--- config.mk ---
export PLATFORM = sky130hd
export DESIGN_NAME = mpmem_rd_mux
export DESIGN_NICKNAME = d
export VERILOG_FILES = /design/src/mpmem_data_pkg.sv /design/src/mpmem_ctrl_pkg.sv /design/src/mpmem_rd_mux.sv
export VERILOG_INCLUDE_DIRS = /design/src
export SDC_FILE = /design/constraint.sdc
export NUM_CORES = 1
export LEC_CHECK = 0
export ABC_AREA = 1
export BUFFER_PORTS_ARGS = -buffer_cell sky130_fd_sc_hd__buf_2
export CAP_MARGIN = 20
export CORE_MARGIN = 4
export CORE_UTILIZATION = 42
export CTS_BUF_LIST = sky130_fd_sc_hd__clkbuf_4 sky130_fd_sc_hd__clkbuf_8
export DETAILED_ROUTE_END_ITERATION = 12
export GPL_TIMING_DRIVEN = 0
export PLACE_DENSITY_LB_ADDON = 0.08
export RECOVER_POWER = 50
export SLEW_MARGIN = 15
export SYNTH_ARGS = -nofsm -noshare
export SYNTH_HDL_FRONTEND = slang
export SYNTH_SLANG_ARGS = --single-unit
--- constraint.sdc ---
create_clock -name clk -period 2.5 [get_ports clk]
set_input_delay 0.125 -clock clk [delete_from_list [all_inputs] [get_ports clk]]
set_output_delay 0.125 -clock clk [all_outputs]
set_load 0.05 [all_outputs]
--- src/mpmem_defines.svh ---
`ifndef MPMEM_DEFINES_SVH
`define MPMEM_DEFINES_SVH

// ~~~~~~~~~~~~~~~~~~~~~~~~~~~~~~~~~~~~~~~~~~~~~~~~~~~~~~~~~~~~~~~~~~~~~~
// Word geometry
// ~~~~~~~~~~~~~~~~~~~~~~~~~~~~~~~~~~~~~~~~~~~~~~~~~~~~~~~~~~~~~~~~~~~~~~
`define MPMEM_WIDTH      32  // Data bits per word.
`define MPMEM_NUMADDR    256
`define MPMEM_BITADDR    8

// ~~~~~~~~~~~~~~~~~~~~~~~~~~~~~~~~~~~~~~~~~~~~~~~~~~~~~~~~~~~~~~~~~~~~~~
// Bank interleave
// ~~~~~~~~~~~~~~~~~~~~~~~~~~~~~~~~~~~~~~~~~~~~~~~~~~~~~~~~~~~~~~~~~~~~~~
`define MPMEM_NUMVBNK    4   // Bank is address mod this.
`define MPMEM_BITVBNK    2
`define MPMEM_NUMVROW    64  // Rows per bank.
`define MPMEM_BITVROW    6

// Bank read command to data out.
`define MPMEM_SRAM_DELAY 2

`endif

--- src/mpmem_data_pkg.sv ---
`include "mpmem_defines.svh"

package mpmem_data_pkg;

  // ~~~~~~~~~~~~~~~~~~~~~~~~~~~~~~~~~~~~~~~~~~~~~~~~~~~~~~~~~~~~~~~~~~~~
  // Types seen on the external ports
  // ~~~~~~~~~~~~~~~~~~~~~~~~~~~~~~~~~~~~~~~~~~~~~~~~~~~~~~~~~~~~~~~~~~~~

  typedef logic [`MPMEM_BITADDR-1:0] addr_t;  // Word address.
  typedef logic [`MPMEM_WIDTH-1:0]   data_t;  // Data word.

endpackage

--- src/mpmem_ctrl_pkg.sv ---
`include "mpmem_defines.svh"

package mpmem_ctrl_pkg;

  // ~~~~~~~~~~~~~~~~~~~~~~~~~~~~~~~~~~~~~~~~~~~~~~~~~~~~~~~~~~~~~~~~~~~~
  // Internal layout
  // ~~~~~~~~~~~~~~~~~~~~~~~~~~~~~~~~~~~~~~~~~~~~~~~~~~~~~~~~~~~~~~~~~~~~

  typedef logic [`MPMEM_BITVBNK-1:0] vbnk_t;  // Bank index.
  typedef logic [`MPMEM_BITVROW-1:0] vrow_t;  // Row within a bank.

  // Physical location, bank above row.
  typedef logic [`MPMEM_BITVBNK+`MPMEM_BITVROW-1:0] padr_t;

  // ~~~~~~~~~~~~~~~~~~~~~~~~~~~~~~~~~~~~~~~~~~~~~~~~~~~~~~~~~~~~~~~~~~~~
  // Controller state
  // ~~~~~~~~~~~~~~~~~~~~~~~~~~~~~~~~~~~~~~~~~~~~~~~~~~~~~~~~~~~~~~~~~~~~

  typedef enum logic {
    INIT_CLEAR,  // Sweeping rows to zero.
    INIT_DONE
  } init_state_e;

endpackage

--- src/mpmem_rd_mux.sv ---
`timescale 1ns/1ns
`include "mpmem_defines.svh"

module mpmem_rd_mux (
  input  logic                   clk,
  input  logic                   rst,
  // Tag of a read issued to the banks.
  input  logic                   issue,
  input  mpmem_ctrl_pkg::vbnk_t  bank,
  input  mpmem_ctrl_pkg::vrow_t  row,
  // Read data from every bank copy on this port.
  input  mpmem_data_pkg::data_t  bank_dout [`MPMEM_NUMVBNK],
  output logic                   vld,
  output mpmem_data_pkg::data_t  dout,
  output mpmem_ctrl_pkg::padr_t  padr
);

  logic [`MPMEM_SRAM_DELAY-1:0]  iss_line;
  mpmem_ctrl_pkg::vbnk_t         bnk_line [`MPMEM_SRAM_DELAY];
  mpmem_ctrl_pkg::vrow_t         row_line [`MPMEM_SRAM_DELAY];

  // ~~~~~~~~~~~~~~~~~~~~~~~~~~~~~~~~~~~~~~~~~~~~~~~~~~~~~~~~~~~~~~~~~~~~
  // Delay line, matched to the bank read latency
  // ~~~~~~~~~~~~~~~~~~~~~~~~~~~~~~~~~~~~~~~~~~~~~~~~~~~~~~~~~~~~~~~~~~~~

  always_ff @(posedge clk) begin
    if (rst) begin
      iss_line <= '0;
    end else begin
      iss_line[0] <= issue;
      for (int i = 1; i < `MPMEM_SRAM_DELAY; i++) begin
        iss_line[i] <= iss_line[i-1];
      end
    end
  end

  always_ff @(posedge clk) begin
    bnk_line[0] <= bank;
    row_line[0] <= row;
    for (int i = 1; i < `MPMEM_SRAM_DELAY; i++) begin
      bnk_line[i] <= bnk_line[i-1];
      row_line[i] <= row_line[i-1];
    end
  end

  // ~~~~~~~~~~~~~~~~~~~~~~~~~~~~~~~~~~~~~~~~~~~~~~~~~~~~~~~~~~~~~~~~~~~~
  // Output select
  // ~~~~~~~~~~~~~~~~~~~~~~~~~~~~~~~~~~~~~~~~~~~~~~~~~~~~~~~~~~~~~~~~~~~~

  assign vld  = iss_line[`MPMEM_SRAM_DELAY-1];
  assign dout = bank_dout[bnk_line[`MPMEM_SRAM_DELAY-1]];  // Bank data lands now.
  assign padr = {bnk_line[`MPMEM_SRAM_DELAY-1], row_line[`MPMEM_SRAM_DELAY-1]};

endmodule

==> Word-level counts from Yosys, hierarchy flattened <==
Memories as Yosys holds them, arrays and structs flattened.
Index checks and enable logic that the tools add are counted.
{ "totals": {"reg_bits": 2, "ramBits": 16, "input_bits": 139, "out_inout_bits": 41, "elab_cells": 8, "memories": 2} }
{ "classes": {"order_cmp": 1, "n_mux": 3, "bitwise_logic": 1} }
{ "memory_table": {"columns": ["name", "words", "width", "read_ports", "rd_clocked_by_memory_dff", "write_ports", "line", "rtl"], "rows": [
  ["row_line", 2, 6, 2, 0, 2, "mpmem_rd_mux.sv:20", "mpmem_ctrl_pkg::vrow_t row_line [`MPMEM_SRAM_DELAY];"],
  ["bnk_line", 2, 2, 2, 0, 2, "mpmem_rd_mux.sv:19", "mpmem_ctrl_pkg::vbnk_t bnk_line [`MPMEM_SRAM_DELAY];"]
]} }
{ "ops": {"columns": ["operator", "count"], "rows": [
  ["$bmux 32 s2", 1],
  ["$mux 32", 2],
  ["$ge 3x3->1 const B", 1],
  ["$not 2->3", 1]
]} }

==> Depth between registers and ports, before layout <==
Gate-level depths: netlist of run 1.
{ "logic_depth": {"ltp_word": 4, "depth_mapped": 5, "depth_no_buf": 4} }

==> Worst setup path before layout of run 1 <==
No wires, ideal clock.
{ "synth_timing": {"path_kind": "register to output", "from": "mem bnk_line[0][3] (netlist bit)", "to": "out dout[10]", "t_arrival_ps": 1108, "path_slack_ps": 1267, "stages_incl_launch_ff": 6, "path_buffers": 2, "cell_sequence": "dfxtp_1 > buf_6 > inv_1 > buf_6 > nand3_1 > nand2_1"} }
{ "synth_lines": {"columns": ["element", "line", "rtl"], "rows": [
  ["start: declaration", "mpmem_rd_mux.sv:19", null],
  ["end: declaration", "mpmem_rd_mux.sv:14", "output mpmem_data_pkg::data_t dout,"]
]} }

==> flow_metrics.tcl, run 1 <==
set metrics [dict create \
    status "finished clean" \
    rrSetupSlack_ns 2.02 \
    worstSetupStartpointType "flop" \
    cts.repair.resized 0 \
    route.detailed.drc 0 \
    r2r_end "iss_line[1]" \
    portBuffers 179 \
    io-pin-count 180 \
    coreArea_sq_mm 0.004474 \
    layout_min_cycle_time_ns 1.761 \
    r2r_start "iss_line[0]" \
    yosys.cell_types.count 9 \
    syn_area_sq_mm 0.001998 \
    wl_mm 7.215 \
    ys_ff_latch 18 \
    slew_viol_final 0 \
    initial_utilization_pct 44.66 \
    via_per_inst 4.334 \
    post-route-period-util_pct 70.43 \
    diodes 0 \
    grt_pass1_wl_mm 11.62 \
    hold_path_depth 2 \
    root_buffer "clkbuf_8" \
    antenna_found_initial 0 \
    vdd_drop_max_mv 0.4803 \
    clk_path_buf_depth 2 \
    crit_slowest_cell "clkbuf_1" \
    synth_top_cell_by_area "nand2_1" \
    synth_top_area_share_pct 30.06 \
    fin_nets 735 \
    routed-via-count 2800 \
    wire_per_inst_um 11.17 \
    cts.sinks 18 \
    drtPass1Iterations 4 \
    ctsHoldBuffers 8 \
    synthCells 404 \
    r2r_cells 2 \
    cpMostUsedCell "buf_6" \
    required_ns 2.38 \
    crit_cells 6 \
    drive_gt1_share_pct 33.50 \
    htreeDepth 1 \
    slew_headroom_pct 58.09 \
    syn2layout_area_growth_pct 53.41 \
    setup_viol 0 \
    p_leak_nw 2.263 \
    ant_nets 0 \
    grt_pass1_vias 2712 \
    cp_top_family "buffers and inverters" \
    grt-ovfl-total 0 \
    synth.net_count 543 \
    hp-start "rst" \
    yosysWarnings 0 \
    track_usage_pct 23.29 \
    crit_path_end_kind "primary output" \
    die_w_um 76.98 \
    p_per_area_mw_per_mm2 363.8 \
    fillers 449 \
    crit_buf_inv 4 \
    p_total_mw 1.115 \
    drtIter0Drc 95 \
    yosys-top-cells-area "nand2_1, inv_1, dfxtp_1" \
    dp_hpwl_mm 5.439 \
    cp.arrival_ns 1.64 \
    worstHoldPathType "in -> reg" \
    maxCapViolations 0 \
    avgSynthCellArea_sq_um 4.946 \
    rows 24 \
    max_stage_delay_ns 0.46 \
    numCtsBuffers 3 \
    worst_pin_slew_ns 0.6313 \
    path_class "reg -> out" \
    die_h_um 76.98 \
    cts_setup_buffers 0 \
    grt_max_degree 11 \
    critPathMaxFanout 10 \
    min_to "iss_line[0]" \
    clock_skew_ns 0.0005207 \
    ys_seq_area_share_pct 18.03 \
    tns_ns 0 \
    fmax_mhz 568.0 \
    rsz0062_at_grt "false" \
    routabilityCongestion 0.7494 \
    tritoncts "built" \
    die-area_sq_mm 0.005925 \
    clk_pin_slew_ns 0.06 \
    crit_chain "buf_6 -> inv_1 -> buf_6 -> nand3_1 -> nand2_1 -> clkbuf_1" \
    hold_viol_final 0 \
    clock_latency_ns 0.25 \
]
==> report_power, final <==
part	internal, mW	switching, mW	total [mW]
combinational	0.213	0.400	0.614
clock	0.107	0.0871	0.194
sequential	0.302	0.00531	0.308
==> worst reg2reg max path: cells and delay by family (launching register included) <==
family                 cells  cell delay, ns
buffers and inverters      1            0.04
flip-flops                 1            0.32
AND/OR/NAND/NOR            1            0.07
==> worst max-delay path by stage <==
stage,from,to
final,bnk_line[0][3],dout[24]
after floorplan,bnk_line[0][3],dout[10]
after CTS,bnk_line[0][3],dout[30]
after global placement,bnk_line[0][3],dout[5]
after global routing,bnk_line[0][3],dout[24]
after detailed placement,bnk_line[0][3],dout[30]
==> sequential cells by signal, indices dropped and copies added (netlist names) <==
name,cells
bnk_line,4
iss_line,2
row_line,12
==> per-layer routing <==
metal | vias to the layer above | wire length (um) | GRT usage, %
met4 | 0 | 85 | 6.762
li1 | 1498 | - | -
met1 | 1165 | 2681 | 24.20
met2 | 128 | 3780 | 46.60
met5 | - | 0 | 0
met3 | 9 | 667 | 4.333
==> cell usage after synthesis <==
cell type  instances
nand2_1          160
inv_1            131
nand3_1           64
dfxtp_1           18
buf_4             12
buf_2              9
buf_6              7
nor2_1             2
inv_2              1
==> cells by family (layout without fill, tap and decap cells) <==
kind of cell | Yosys count | in the layout | synth area share [%]
flops | 18 | 18 | 18.03
buf+inv | 160 | 350 | 35.50
simple gates | 226 | 226 | 46.46
==> area by class of cell <==
cell class	count	area (sq um)	area share (%)
Buffer	28	214.0	6.980
Clock buffer	3	41.29	1.347
Inverter	132	495.5	16.16
Multi-Input combinational cell	226	928.4	30.29
Sequential cell	18	360.3	11.76
Tap cell	52	65.06	2.122
Timing Repair Buffer	187	960.9	31.35
==> layout by cell type (no fill, tap or decap), drive strengths merged <==
master / count
dlygate4sd3: 8
nand2: 160
buf: 195
nor2: 2
clkbuf: 15
inv: 132
nand3: 64
dfxtp: 18
==> stage by stage <==
step	area [sq um]	utilization [%]	instances	setup slack, ns	hold WS [ns]
after global placement	2959	66.14	635	1.204	0.2271
after CTS	3080	68.85	646	0.9272	0.04704
final	3065	68.51	646	0.7393	0.05354
after floorplan	1998	-	404	1.267	0.1527
after global routing	3065	68.51	646	0.6716	0.05426
after detailed placement	2959	66.14	635	1.197	0.2291
Power figures use the tool's default switching activity.
==> run 2: changes to the inputs <==
--- a/config.mk
+++ b/config.mk
@@ -10,7 +10,7 @@
 export BUFFER_PORTS_ARGS = -buffer_cell sky130_fd_sc_hd__buf_2
 export CAP_MARGIN = 20
 export CORE_MARGIN = 4
-export CORE_UTILIZATION = 42
+export CORE_UTILIZATION = 35
 export CTS_BUF_LIST = sky130_fd_sc_hd__clkbuf_4 sky130_fd_sc_hd__clkbuf_8
 export DETAILED_ROUTE_END_ITERATION = 12
 export GPL_TIMING_DRIVEN = 0
==> constraint.sdc (replaced) <==
create_clock -name clk -period 1.6 [get_ports clk]
set_input_delay 0.08 -clock clk [delete_from_list [all_inputs] [get_ports clk]]
set_output_delay 0.08 -clock clk [all_outputs]
set_load 0.05 [all_outputs]
==> flow_metrics.tcl, run 2 (synthesized netlist as in run 1, its figures left out) <==
set metrics [dict create \
    p_leak_nw 2.288 \
    final_design_area_no_fill_sq_mm 0.003141 \
    htreeDepth 1 \
    routabilityCongestion 0.8396 \
    drive_gt1_share_pct 34.34 \
    via_per_inst 4.129 \
    placed_area_sq_mm 0.002984 \
    grt-ovfl-total 0 \
    portBuffers 179 \
    cts.sinks 18 \
    tritoncts "built" \
    wl_mm 6.782 \
    rsz0062_at_grt "true" \
    setup_ws_ns 0.1008 \
    io-pin-count 180 \
    layout_common_cells "buf_2, nand2_1, inv_1" \
    diodes 0 \
    fillers 608 \
    r2r_start "iss_line[0]" \
    clk_path_buf_depth 2 \
    grt_pass1_wl_mm 11.16 \
    track_usage_pct 18.39 \
    maxCapViolations 0 \
    largest_reg_flops 12 \
    fmax_mhz 667.0 \
    clock_skew_ns 0.004314 \
    dpl_worst_slack_ns 0.3463 \
    critPathMaxFanout 10 \
    hold_viol_final 0 \
    initial_utilization_pct 36.29 \
    status "finished clean" \
    antenna_found_initial 0 \
    path_class "reg -> out" \
    crit_path_end_kind "primary output" \
    layout_min_cycle_time_ns 1.499 \
    top_register "row_line" \
    syn2layout_area_growth_pct 57.17 \
    worstSetupStartpoint "bnk_line[0][3]" \
    ant_nets 0 \
    die-area_sq_mm 0.006982 \
    drtIter0Drc 80 \
    drtPass1Iterations 4 \
    setup_viol 0 \
    die_h_um 83.56 \
    coreArea_sq_mm 0.005507 \
    clk_pin_slew_ns 0.06 \
    cp.arrival_ns 1.42 \
    slew_viol_final 0 \
    fin_nets 735 \
    p_per_area_mw_per_mm2 555.1 \
    vdd_drop_max_mv 0.8306 \
    grt_max_degree 11 \
    mostFrequentLayoutCell "buf_2" \
    cts_setup_buffers 0 \
    hp-start "rst" \
    dp_hpwl_mm 5.418 \
    worst_pin_slew_ns 0.6110 \
    wire_per_inst_um 10.18 \
    rows 27 \
    slew_headroom_pct 59.44 \
    clock_latency_ns 0.24 \
    routed-via-count 2750 \
    die_w_um 83.56 \
    grt_pass1_vias 2604 \
    post-route-period-util_pct 93.70 \
    route.detailed.drc 0 \
    numCtsBuffers 3 \
    root_buffer "clkbuf_8" \
    top_regs "row_line (12), bnk_line (4), iss_line (2)" \
    worstSetupStartpointType "flop" \
    required_ns 1.52 \
    worstHoldPathType "in -> reg" \
]
==> run 2: cell type report <==
| class | count | area, sq um | share of cell area (%) |
|---|---|---|---|
| plain buffers | 28 | 222.7 | 7.092 |
| clock buffers | 3 | 41.29 | 1.315 |
| inverters | 132 | 495.5 | 15.78 |
| multi-input cells | 226 | 928.4 | 29.56 |
| flip-flops and latches | 18 | 360.3 | 11.47 |
| well taps | 72 | 90.09 | 2.869 |
| repair buffers | 187 | 1002 | 31.91 |
==> run 2: stage by stage <==
step	cells	setup TNS (ns)	hold WS [ns]	util (%)	power, mW
2_1_floorplan	404	0	0.1077	-	1.127
3_3_place_gp	655	0	0.1821	54.19	1.426
3_5_place_dp	655	0	0.1838	54.19	1.434
4_1_cts	666	0	0.002364	56.40	1.745
5_1_grt	666	-0.0002716	0.02965	57.03	1.873
6_report	666	0	0.03366	57.03	1.743
==> run 2: critical path, cell delays in order (launching register included) <==
cell,delay [ns]
dfxtp_1,0.32
buf_6,0.12
inv_1,0.16
buf_6,0.17
nand3_1,0.08
nand2_1,0.06
buf_2,0.26
==> run 2: final timing paths <==
check        cells after the start  slack [ns]              to
max reg2reg                      2        1.12     iss_line[1]
min                              2        0.03     iss_line[0]
max                              6        0.10         dout[2]
min reg2reg                      0        0.33  row_line[0][6]
==> run 2: report_power, final <==
group	internal (mW)	total [mW]	switching (mW)
combinational	0.354	0.974	0.620
sequential	0.472	0.479	0.00645
clock	0.166	0.290	0.124
==> run 2: repair_timing <==
action	4_1_cts	5_1_grt
hold endpoints to repair	8	0
hold buffers	8	0
endpoints found under the setup margin	0	15
resized for setup	0	17
==> run 2: per-layer routing <==
metal / vias up / wire, um / share of wire [%] / GRT usage (%)
li1: 1501 / - / - / -
met3: 0 / 666 / 9.8 / 4.640
met1: 1148 / 2686 / 40 / 20.92
met5: - / 0 / 0 / 0
met4: 0 / 0 / 0 / 1.170
met2: 101 / 3428 / 51 / 35.65
==> run 3: changes to the inputs <==
--- a/config.mk
+++ b/config.mk
@@ -7,13 +7,13 @@
 export NUM_CORES = 1
 export LEC_CHECK = 0
 export ABC_AREA = 1
-export BUFFER_PORTS_ARGS = -buffer_cell sky130_fd_sc_hd__buf_2
 export CAP_MARGIN = 20
-export CORE_MARGIN = 4
-export CORE_UTILIZATION = 35
+export CORE_AREA = 4 4 67 69
 export CTS_BUF_LIST = sky130_fd_sc_hd__clkbuf_4 sky130_fd_sc_hd__clkbuf_8
 export DETAILED_ROUTE_END_ITERATION = 12
-export GPL_TIMING_DRIVEN = 0
+export DIE_AREA = 0 0 71 73
+export DONT_BUFFER_PORTS = 1
+export GPL_ROUTABILITY_DRIVEN = 0
 export PLACE_DENSITY_LB_ADDON = 0.08
 export RECOVER_POWER = 50
 export SLEW_MARGIN = 15
==> flow_metrics.tcl, run 3 (synthesized netlist as in run 1, its figures left out) <==
set metrics [dict create \
    status "finished clean" \
    drive_gt1_share_pct 10.93 \
    top_register "row_line" \
    die_w_um 71 \
    grt-ovfl-total 0 \
    worstSetupStartpointType "flop" \
    antenna_found_initial 0 \
    p_leak_nw 1.665 \
    hold_viol_final 0 \
    dp_hpwl_mm 4.328 \
    clk_pin_slew_ns 0.06 \
    r2r_start "iss_line[0]" \
    routed-via-count 2162 \
    clock_skew_ns 0.003598 \
    clock_latency_ns 0.25 \
    root_buffer "clkbuf_8" \
    grt_max_degree 40 \
    largest_reg_flops 12 \
    crit_path_end_kind "primary output" \
    vdd_drop_max_mv 0.8221 \
    via_per_inst 4.504 \
    drtIter0Drc 68 \
    ant_nets 0 \
    maxCapViolations 0 \
    die_h_um 73 \
    wl_mm 5.664 \
    slew_viol_final 0 \
    hp-start "row_line[0][4]" \
    mostFrequentLayoutCell "nand2_1" \
    syn2layout_area_growth_pct 15.40 \
    wire_per_inst_um 11.80 \
    layout_min_cycle_time_ns 1.498 \
    drtPass1Iterations 4 \
    numCtsBuffers 3 \
    initial_utilization_pct 51.05 \
    fin_nets 571 \
    rows 23 \
    coreArea_sq_mm 0.003914 \
    hold_ws_ns 0.3252 \
    worstSetupStartpoint "bnk_line[0][3]" \
    portBuffers 0 \
    worst_pin_slew_ns 0.4954 \
    rsz0062_at_grt "false" \
    required_ns 1.52 \
    worstHoldPathType "reg -> reg" \
    path_class "reg -> out" \
    critPathMaxFanout 26 \
    die-area_sq_mm 0.005183 \
    grt_pass1_vias 1988 \
    slew_headroom_pct 66.93 \
    grt_pass1_wl_mm 8.569 \
    io-pin-count 180 \
    post-route-period-util_pct 93.64 \
    tns_ns 0 \
    track_usage_pct 19.89 \
    clk_path_buf_depth 2 \
    cts.sinks 18 \
    cp.arrival_ns 1.42 \
    diodes 0 \
    setup_viol 0 \
    p_total_mw 1.580 \
    tritoncts "built" \
    route.detailed.drc 0 \
    top_regs "row_line (12), bnk_line (4), iss_line (2)" \
    p_per_area_mw_per_mm2 685.4 \
    cts_setup_buffers 0 \
    htreeDepth 1 \
    layout_common_cells "nand2_1, inv_1, nand3_1" \
    fmax_mhz 667.5 \
]
[run 3: cell count changes in the layout (fill, tap and decap cells not counted), sizes merged]
cell | previous run | this run
buf | 184 | 41
clkbuf | 26 | 3
dlygate4sd3 | 8 | 10
[run 3: final timing paths]
path,end,slack [ns],depth (start not counted)
worst max-delay path,dout[31],0.10,4
worst min-delay path,row_line[0][10],0.33,0
worst max register to register,iss_line[1],1.12,2
worst min register to register,row_line[0][10],0.33,0
[run 3: where the power goes]
part           switching (mW)  internal (mW)  total (mW)
clock network           0.131          0.167       0.297
registers              0.0427          0.473       0.516
logic                   0.527          0.240       0.767
total                   0.701          0.879        1.58
[run 3: metal layers]
| layer | wire length (um) | track usage, % |
|---|---|---|
| met4 | 28 | 3.340 |
| met2 | 2944 | 38.93 |
| met3 | 486 | 5.234 |
| met5 | 0 | 0 |
| met1 | 2204 | 21.58 |
[run 3: layout make-up]
cell class	instances	area (sq um)
fill	412	1608
multi-input combinational	226	928.4
inverter	132	495.5
timing repair buffer	51	415.4
sequential	18	362.8
tap	50	62.56
clock buffer	3	41.29
[run 3: critical path, stage by stage (launching register included)]
cell and delay, ns:
dfxtp_2 0.41, buf_4 0.32, nand3_1 0.11, nand2_1 0.07, buf_2 0.25
[run 3: timing repair]
action / 4_1_cts / 5_1_grt
resized for setup: 0 / 0
hold buffers: 10 / 0
endpoints found under the hold margin: 10 / 0
[run 3: per-stage QoR]
stage	utilization, %	cells	setup WS (ns)	cell area (sq um)
after floorplan	-	404	0.4118	1998
after global placement	55.43	467	0.4106	2170
after detailed placement	55.43	467	0.3736	2170
after CTS	59.05	480	0.1028	2311
after global routing	58.92	480	0.03858	2306
final	58.92	480	0.1018	2306
